`src/design/ttt_config.svh`:
```
`ifndef TTT_CONFIG_SVH
`define TTT_CONFIG_SVH

// --------------------
// Board geometry
// --------------------
`define TTT_NUM_CELLS 9         // 3x3 board
`define TTT_NUM_LINES 8         // Rows, columns, two diagonals

// --------------------
// Cell weights
// --------------------
// Weights are chosen so that one line sum tells who owns the line
`define TTT_HUMAN_WEIGHT 1
`define TTT_ROBOT_WEIGHT 4

// Clock edges from an accepted ready to round_done
`define TTT_ROUND_CYCLES 4

`endif

```
`src/design/ttt_pkg.sv`:
```
`default_nettype none

`include "ttt_config.svh"

package ttt_pkg;

    // --------------------
    // Board contents
    // --------------------
    typedef enum logic [2:0] {
        EMPTY = 3'd0,
        HUMAN = 3'(`TTT_HUMAN_WEIGHT),
        ROBOT = 3'(`TTT_ROBOT_WEIGHT)
    } cell_t;

    typedef cell_t [`TTT_NUM_CELLS-1:0] board_t;    // Index 0 is cell 1

    typedef logic [3:0] cell_num_t;                  // 1..9, 0 means none
    typedef logic [3:0] line_sum_t;
    typedef line_sum_t [`TTT_NUM_LINES-1:0] line_sums_t;

    // --------------------
    // Judging results
    // --------------------
    typedef enum logic [1:0] {
        NONE      = 2'd0,
        DRAW      = 2'd1,
        HUMAN_WIN = 2'd2,
        ROBOT_WIN = 2'd3
    } result_t;

    typedef logic [3:0] line_num_t;                  // 1..8 line, 9 draw

    typedef cell_num_t line_cells_t [`TTT_NUM_LINES][3];

    // Rows, then columns, then the two diagonals
    localparam line_cells_t LINE_CELLS = '{
        '{4'd1, 4'd2, 4'd3},
        '{4'd4, 4'd5, 4'd6},
        '{4'd7, 4'd8, 4'd9},
        '{4'd1, 4'd4, 4'd7},
        '{4'd2, 4'd5, 4'd8},
        '{4'd3, 4'd6, 4'd9},
        '{4'd1, 4'd5, 4'd9},
        '{4'd3, 4'd5, 4'd7}
    };

    // Cell lookup by its 1-based number
    function automatic cell_t cell_at(board_t b, cell_num_t n);
        return b[n - 1];
    endfunction

endpackage

`default_nettype wire

```
`src/design/board_if.sv`:
```
`default_nettype none

interface board_if import ttt_pkg::*; ();

    board_t     board;      // Registered board
    line_sums_t sums;       // Per-line weight sums
    result_t    result;     // Judgement of the current board
    line_num_t  win_line;   // Winning line code

    // --------------------
    // Modports
    // --------------------
    modport store (
        output board
    );

    modport judge (
        input  board,
        output sums,
        output result,
        output win_line
    );

    // Planner and sequencer only look
    modport view (
        input board,
        input sums,
        input result,
        input win_line
    );

endinterface

`default_nettype wire

```
`src/design/board_store.sv`:
```
`default_nettype none

`include "ttt_config.svh"

module board_store import ttt_pkg::*; (
    input  logic                      sys_clk,
    input  logic                      sys_rst_n,
    input  logic [`TTT_NUM_CELLS-1:0] cell_sensor,
    input  logic                      capture_en,
    input  logic                      place_en,
    input  cell_num_t                 place_cell,
    board_if.store                    bd
);

    board_t cells;

    // --------------------
    // Cell registers
    // --------------------
    always_ff @(posedge sys_clk or negedge sys_rst_n) begin
        if (!sys_rst_n) begin
            for (int i = 0; i < `TTT_NUM_CELLS; i++) begin
                cells[i] <= EMPTY;                      // Empty board
            end
        end else begin
            for (int i = 0; i < `TTT_NUM_CELLS; i++) begin
                // Person's pieces, only into free cells
                if (capture_en && cell_sensor[i] && cells[i] == EMPTY) begin
                    cells[i] <= HUMAN;
                end
                // Robot's piece at the chosen cell
                if (place_en && place_cell == cell_num_t'(i + 1)) begin
                    cells[i] <= ROBOT;
                end
            end
        end
    end

    assign bd.board = cells;

endmodule

`default_nettype wire

```
`src/design/line_evaluator.sv`:
```
`default_nettype none

`include "ttt_config.svh"

module line_evaluator import ttt_pkg::*; (
    board_if.judge bd
);

    localparam line_sum_t ROBOT_LINE = line_sum_t'(3 * `TTT_ROBOT_WEIGHT);    // 12
    localparam line_sum_t HUMAN_LINE = line_sum_t'(3 * `TTT_HUMAN_WEIGHT);    // 3

    line_sums_t sums;
    logic       any_robot;
    logic       any_human;
    logic       any_empty;
    line_num_t  first_line;

    // --------------------
    // Line sums
    // --------------------
    always_comb begin
        for (int l = 0; l < `TTT_NUM_LINES; l++) begin
            sums[l] = line_sum_t'(cell_at(bd.board, LINE_CELLS[l][0]))
                    + line_sum_t'(cell_at(bd.board, LINE_CELLS[l][1]))
                    + line_sum_t'(cell_at(bd.board, LINE_CELLS[l][2]));
        end
    end

    // Scan backwards so the first complete line in table order wins
    always_comb begin
        any_robot  = 1'b0;
        any_human  = 1'b0;
        first_line = '0;
        for (int l = `TTT_NUM_LINES - 1; l >= 0; l--) begin
            if (sums[l] == ROBOT_LINE) begin
                any_robot  = 1'b1;
                first_line = line_num_t'(l + 1);
            end else if (sums[l] == HUMAN_LINE) begin
                any_human  = 1'b1;
                first_line = line_num_t'(l + 1);
            end
        end
    end

    always_comb begin
        any_empty = 1'b0;
        for (int i = 0; i < `TTT_NUM_CELLS; i++) begin
            any_empty |= (bd.board[i] == EMPTY);
        end
    end

    // --------------------
    // Judgement
    // --------------------
    assign bd.sums     = sums;
    assign bd.result   = any_robot  ? ROBOT_WIN :
                         any_human  ? HUMAN_WIN :
                         !any_empty ? DRAW      : NONE;
    assign bd.win_line = (any_robot || any_human) ? first_line :
                         !any_empty               ? line_num_t'(9) : '0;

endmodule

`default_nettype wire

```
`src/design/move_planner.sv`:
```
`default_nettype none

`include "ttt_config.svh"

module move_planner import ttt_pkg::*; (
    board_if.view     bd,
    output cell_num_t choice
);

    localparam line_sum_t ROBOT_PAIR = line_sum_t'(2 * `TTT_ROBOT_WEIGHT);    // 8
    localparam line_sum_t HUMAN_PAIR = line_sum_t'(2 * `TTT_HUMAN_WEIGHT);    // 2

    // Centre, corners, then edges
    localparam cell_num_t PRIO_ORDER [`TTT_NUM_CELLS] = '{
        4'd5, 4'd1, 4'd3, 4'd7, 4'd9, 4'd2, 4'd4, 4'd6, 4'd8
    };

    cell_num_t win_cell;
    cell_num_t block_cell;
    cell_num_t prio_cell;
    logic      anti_fork;

    // --------------------
    // Helpers
    // --------------------
    // First empty cell of line l, 0 if full
    function automatic cell_num_t line_gap(board_t b, int l);
        cell_num_t gap;
        gap = '0;
        for (int k = 2; k >= 0; k--) begin
            if (cell_at(b, LINE_CELLS[l][k]) == EMPTY) begin
                gap = LINE_CELLS[l][k];
            end
        end
        return gap;
    endfunction

    // Gap of the first line whose sum matches target
    function automatic cell_num_t pair_gap(board_t b, line_sums_t s, line_sum_t target);
        cell_num_t pick;
        pick = '0;
        for (int l = `TTT_NUM_LINES - 1; l >= 0; l--) begin
            if (s[l] == target) begin
                pick = line_gap(b, l);
            end
        end
        return pick;
    endfunction

    // Person on two opposite corners, robot in the centre, nothing else
    function automatic logic fork_setup(board_t b, cell_num_t a, cell_num_t c);
        logic  ok;
        cell_t want;
        ok = 1'b1;
        for (int i = 1; i <= `TTT_NUM_CELLS; i++) begin
            if (i == a || i == c) begin
                want = HUMAN;
            end else if (i == 5) begin
                want = ROBOT;
            end else begin
                want = EMPTY;
            end
            ok &= (cell_at(b, cell_num_t'(i)) == want);
        end
        return ok;
    endfunction

    // --------------------
    // Rule evaluation
    // --------------------
    assign win_cell   = pair_gap(bd.board, bd.sums, ROBOT_PAIR);
    assign block_cell = pair_gap(bd.board, bd.sums, HUMAN_PAIR);
    assign anti_fork  = fork_setup(bd.board, 4'd1, 4'd9) || fork_setup(bd.board, 4'd3, 4'd7);

    always_comb begin
        prio_cell = '0;
        for (int p = `TTT_NUM_CELLS - 1; p >= 0; p--) begin
            if (cell_at(bd.board, PRIO_ORDER[p]) == EMPTY) begin
                prio_cell = PRIO_ORDER[p];
            end
        end
    end

    assign choice = (win_cell != '0)   ? win_cell   :    // Complete own line
                    (block_cell != '0) ? block_cell :    // Block the person
                    anti_fork          ? 4'd2       :    // Edge against double corner
                                         prio_cell;

endmodule

`default_nettype wire

```
`src/design/game_sequencer.sv`:
```
`default_nettype none

module game_sequencer import ttt_pkg::*; (
    input  logic      sys_clk,
    input  logic      sys_rst_n,
    input  logic      ready,
    board_if.view     bd,
    input  cell_num_t choice,
    output logic      capture_en,
    output logic      place_en,
    output cell_num_t place_cell,
    output cell_num_t motor_cell,
    output result_t   result,
    output line_num_t win_line,
    output logic      round_done
);

    typedef enum logic [2:0] {
        S_IDLE,
        S_CAPTURE,
        S_JUDGE,
        S_PLACE,
        S_DONE
    } state_t;

    state_t state;
    state_t state_nxt;
    logic   robot_turn;     // Game still open after the person's move
    logic   accept;

    // Strobes outside IDLE or after game end are dropped
    assign accept = ready && (result == NONE);

    // --------------------
    // Next state
    // --------------------
    always_comb begin
        state_nxt = state;
        case (state)
            S_IDLE:    if (accept) state_nxt = S_CAPTURE;
            S_CAPTURE: state_nxt = S_JUDGE;
            S_JUDGE:   state_nxt = S_PLACE;
            S_PLACE:   state_nxt = S_DONE;
            S_DONE:    state_nxt = S_IDLE;
            default:   state_nxt = S_IDLE;
        endcase
    end

    assign capture_en = (state == S_CAPTURE);
    assign place_en   = (state == S_PLACE) && robot_turn;
    assign place_cell = choice;

    // --------------------
    // State and held outputs
    // --------------------
    always_ff @(posedge sys_clk or negedge sys_rst_n) begin
        if (!sys_rst_n) begin
            state      <= S_IDLE;
            robot_turn <= 1'b0;
            motor_cell <= '0;
            result     <= NONE;
            win_line   <= '0;
            round_done <= 1'b0;
        end else begin
            state      <= state_nxt;
            round_done <= (state == S_DONE);                    // One-cycle pulse
            if (state == S_JUDGE) begin
                robot_turn <= (bd.result == NONE);
            end
            if (state == S_PLACE) begin
                motor_cell <= robot_turn ? choice : cell_num_t'(0);
            end
            if (state == S_DONE) begin
                result   <= bd.result;                          // Board after robot move
                win_line <= bd.win_line;
            end
        end
    end

endmodule

`default_nettype wire

```
`src/design/tic_tac_toe_top.sv`:
```
`default_nettype none

`include "ttt_config.svh"

module tic_tac_toe_top import ttt_pkg::*; (
    input  logic                      sys_clk,
    input  logic                      sys_rst_n,
    input  logic [`TTT_NUM_CELLS-1:0] cell_sensor,
    input  logic                      ready,
    output cell_num_t                 motor_cell,
    output result_t                   result,
    output line_num_t                 win_line,
    output logic                      round_done
);

    logic      capture_en;
    logic      place_en;
    cell_num_t place_cell;
    cell_num_t choice;

    board_if bd_bus ();     // Board and its judgement

    // --------------------
    // Datapath
    // --------------------
    board_store u_board_store (
        .sys_clk     (sys_clk),
        .sys_rst_n   (sys_rst_n),
        .cell_sensor (cell_sensor),
        .capture_en  (capture_en),
        .place_en    (place_en),
        .place_cell  (place_cell),
        .bd          (bd_bus.store)
    );

    line_evaluator u_line_evaluator (
        .bd (bd_bus.judge)
    );

    move_planner u_move_planner (
        .bd     (bd_bus.view),
        .choice (choice)
    );

    // --------------------
    // Control
    // --------------------
    game_sequencer u_game_sequencer (
        .sys_clk    (sys_clk),
        .sys_rst_n  (sys_rst_n),
        .ready      (ready),
        .bd         (bd_bus.view),
        .choice     (choice),
        .capture_en (capture_en),
        .place_en   (place_en),
        .place_cell (place_cell),
        .motor_cell (motor_cell),
        .result     (result),
        .win_line   (win_line),
        .round_done (round_done)
    );

endmodule

`default_nettype wire

```
`config.mk`:
```
export PLATFORM = sky130hd
export DESIGN_NAME = tic_tac_toe_top
export DESIGN_NICKNAME = d
export VERILOG_FILES = /design/src/design/ttt_pkg.sv /design/src/design/board_if.sv /design/src/design/board_store.sv /design/src/design/line_evaluator.sv /design/src/design/move_planner.sv /design/src/design/game_sequencer.sv /design/src/design/tic_tac_toe_top.sv
export VERILOG_INCLUDE_DIRS = /design/src /design/src/design
export SDC_FILE = /design/constraint.sdc
export NUM_CORES = 1
export LEC_CHECK = 0
export BUFFER_PORTS_ARGS = -buffer_cell sky130_fd_sc_hd__buf_2
export CAP_MARGIN = 20
export CORE_UTILIZATION = 45
export CTS_CLUSTER_SIZE = 28
export DETAILED_ROUTE_END_ITERATION = 7
export GPL_ROUTABILITY_DRIVEN = 0
export PLACE_DENSITY = 0.64
export SYNTH_ARGS = -nofsm -noshare
export SYNTH_HDL_FRONTEND = slang
export SYNTH_HIERARCHICAL = 1
export SYNTH_SLANG_ARGS = --single-unit
```
`constraint.sdc`:
```
create_clock -name sys_clk -period 8.5 [get_ports sys_clk]
set_input_delay 0.425 -clock sys_clk [delete_from_list [all_inputs] [get_ports sys_clk]]
set_output_delay 0.425 -clock sys_clk [all_outputs]
set_load 0.02 [all_outputs]
```
==> reports/qor.txt <==
Status: finished clean
Die Width: 97.9 um
RSZ-0062 raised after global routing: no
Post-cts resize count: 0
Vias/cell: 6.47
YS warnings: 6
Most numerous cell in the Yosys netlist: inv_1
Worst Path Buf+Inv: 2
CTS tree: built
Starting DRT DRC Count: 470
Worst setup startpoint: u_board_store/bd.board[14]$_DFFE_PN0P_
Vias in the first global route: 3464
Internal power: 829 uW
Clock sinks: 33
CP endpoint: u_board_store/bd.board[24]$_DFFE_PN0P_
CTS max path bufs: 2
Final Instance Count excl. Fillers: 568
PD cells: 416 nW/um2
Crit path max-delay family: compound AO/OA/AOI/OAI gates
Clock-pin slew on the worst setup and hold paths: 0.07 ns
Postcts setup bufs: 0
Clk Latency, worst-skew pair: 0.29 ns
Initial core utilization: 47.0%
Core Util, Final: 49.5%
CP Data Required Time: 8.66 ns
R2R depth: 13
Worst path depth: 13
Slew of the pin with the lowest slew margin: 1.16 ns
Fmax: 207 MHz
Post-synthesis async set-or-reset flop share: 100%
CP endpoint kind: flip-flop
Crit start category: flip-flop
Crit Path Category: flip-flop to flip-flop
Die Y: 97.9 um
Reg2Reg Setup Slack: 3.66 ns
CP peak stage delay: 0.60 ns
RR Startpoint: u_board_store/bd.board[14]$_DFFE_PN0P_
Routed len/inst: 20.6 um
Mapped Avg Cell Area: 9.32 um2
Area of the die: 9580 um2
Sw Pwr: 984 uW
Fin crit period: 4.84 ns
Fin. Hold Viols: 0
Seq pwr share: 17.6%
Area grow syn2layout: 5.41%
Row cnt: 34
Clock Tree Root: clkbuf_8
Clock power frac: 6.5%
ANT nets after route: 0
Worst slew margin: 22.4%
Comb power frac: 75.9%
Synth Register Bits: 33
Initial antenna violation count: 0
Placed cell count: 560
Mapped cell area: 4140 um2
Fin Clk Skew: 0.00832 ns
Final setup violation count: 0
I/O pin total: 23
Maximum vdd ir drop: 211 uV
Critical Path AT: 5.00 ns
Synth Instances: 444
Final net count: 511
Cell Area, Placed: 4280 um2
Pleak: 1.89 nW
Sum Neg Setup Slack: 0 ns
Largest net degree at the start of global routing: 34
CTS H-Tree Depth: 2
Finished Cell Area: 4360 um2
First-pass GRT wire length: 18.6 mm
Routed wire length: 11.7 mm
DRT Pass-1 Iters: 6
DRC: 0
Critical path's slowest cell: dfrtp_1
Port buffer count: 22
Synth area leader: dfrtp_1
Share of layout cells above drive strength 1: 17.0%
Core area: 8810 um2
Total of max-cap violations: 0
Crit-path cells: inv_1 > fa_1 > inv_1 > fa_1 > nor4b_1 > o2111ai_1 > a311o_1 > a221o_1 > a211oi_2 > nor2_1 > a31o_1 > nor2b_1 > a2bb2oi_1
Final Power: 1.81 mW
Aggregate global routing overflow: 0
Sequential area share after synthesis: 20.0%
Sw frac: 54.3%
Post-Place Setup Slack: 3.77 ns
Top_reg_cell synth: dfrtp_1
Num CTS Buffers: 5
Reg-to-Reg End: u_board_store/bd.board[24]$_DFFE_PN0P_
Hold-fix buffers, CTS: 0
Total number of vias: 3676
Detailed placement HPWL: 9.40 mm
Worst Path Max Fanout: 9
Top cells by area, synth: dfrtp_1 20%, fa_1 15%, inv_1 4.6%
Post-synth EDFFs: 0
Worst Setup Slack, final: 3.66 ns
# diodes: 0
Hold Slack: 0.191 ns
Period utilisation layout: 56.9%
Gr usage total: 25.2%
Yosys top cell area share: 20.0%
Slew Viols, Final: 0
Synth cell types: 87
Tightest Hold Check Type: input port to asynchronous set/reset pin
Top cells by count, synth: 51 x inv_1, 33 x dfrtp_1, 32 x fa_1
## state kept, by name, indices dropped and copies added, names as in the netlist
name and cells:
u_board_store/bd.board 18, u_game_sequencer/motor_cell 4, u_game_sequencer/result 2, u_game_sequencer/robot_turn 1, u_game_sequencer/round_done 1, u_game_sequencer/state 3
u_game_sequencer/win_line 4
## layout by cell type, fill, tap and decap left out, types with 5 or more instances in the layout
cell type	instances
or4b_2	5
a2bb2oi_1	8
dfrtp_1	33
nor4b_1	11
nor4_1	7
conb_1	9
nand3b_1	5
mux2_2	7
nor2_1	24
inv_1	51
nand3_1	7
a21oi_1	15
a31oi_1	7
o21ai_0	12
clkbuf_8	5
or4b_1	5
nand2_1	14
buf_2	22
xnor2_1	7
a21o_1	8
and3b_1	11
nor3_1	26
nor3b_1	5
or3_1	9
ha_1	8
o211ai_1	7
fa_1	32
mux2i_1	10
## per-layer routing
| metal | share of wire (%) | routed length (um) | global-route usage [%] |
|---|---|---|---|
| met1 | 42 | 4960 | 35.0 |
| met2 | 47 | 5480 | 40.1 |
| met3 | 7.0 | 818 | 3.01 |
| met4 | 3.6 | 426 | 10.5 |
| met5 | 0 | 0 | 0 |
## worst register-to-register path: stages (launching register included)
cell and delay [ns]:
dfrtp_1 0.60, inv_1 0.18, fa_1 0.53, inv_1 0.05, fa_1 0.53, nor4b_1 0.60
o2111ai_1 0.22, a311o_1 0.39, a221o_1 0.35, a211oi_2 0.34, nor2_1 0.09, a31o_1 0.34
nor2b_1 0.38, a2bb2oi_1 0.12
## layout make-up
type / count / area [um2]
Inverter: 51 / 191
Clock buffer: 5 / 68.8
Fill cell: 802 / 4440
Timing Repair Buffer: 23 / 118
Clock inverter: 3 / 17.5
Multi-Input combinational cell: 345 / 3010
Tap cell: 108 / 135
Sequential cell: 33 / 826
## worst min-delay path by stage
stage	endpoint	start	slack (ns)
6_report	u_game_sequencer/state[0]$_DFFE_PN0P_	sys_rst_n	0.19
5_1_grt	u_game_sequencer/state[0]$_DFFE_PN0P_	sys_rst_n	0.25
4_1_cts	u_game_sequencer/state[0]$_DFFE_PN0P_	sys_rst_n	0.21
3_5_place_dp	u_game_sequencer/win_line[2]$_DFFE_PN0P_	u_game_sequencer/win_line[2]$_DFFE_PN0P_	0.49
3_3_place_gp	u_game_sequencer/win_line[2]$_DFFE_PN0P_	u_game_sequencer/win_line[2]$_DFFE_PN0P_	0.49
2_1_floorplan	u_board_store/bd.board[0]$_DFFE_PN0P_	sys_rst_n	0.13
## cell families after synthesis
kind of cell	count (synthesis)	share of synthesized area [%]
buf+inv	74	8.13
compound gates	101	18.7
other cells	1	0.0906
mux	17	4.32
xor+xnor	9	2.09
fa+ha+maj	40	17.9
simple gates	169	28.8
flops	33	20.0
## power by group through the flow
stage	logic [mW]	clock network, mW	registers, mW
after floorplan	1.08	0	0.314
after global placement	1.33	0	0.318
after detailed placement	1.35	0	0.321
after CTS	1.36	0.122	0.318
after global routing	1.52	0.127	0.331
final	1.38	0.118	0.319
Note: power is estimated with default switching activity, not from simulation.
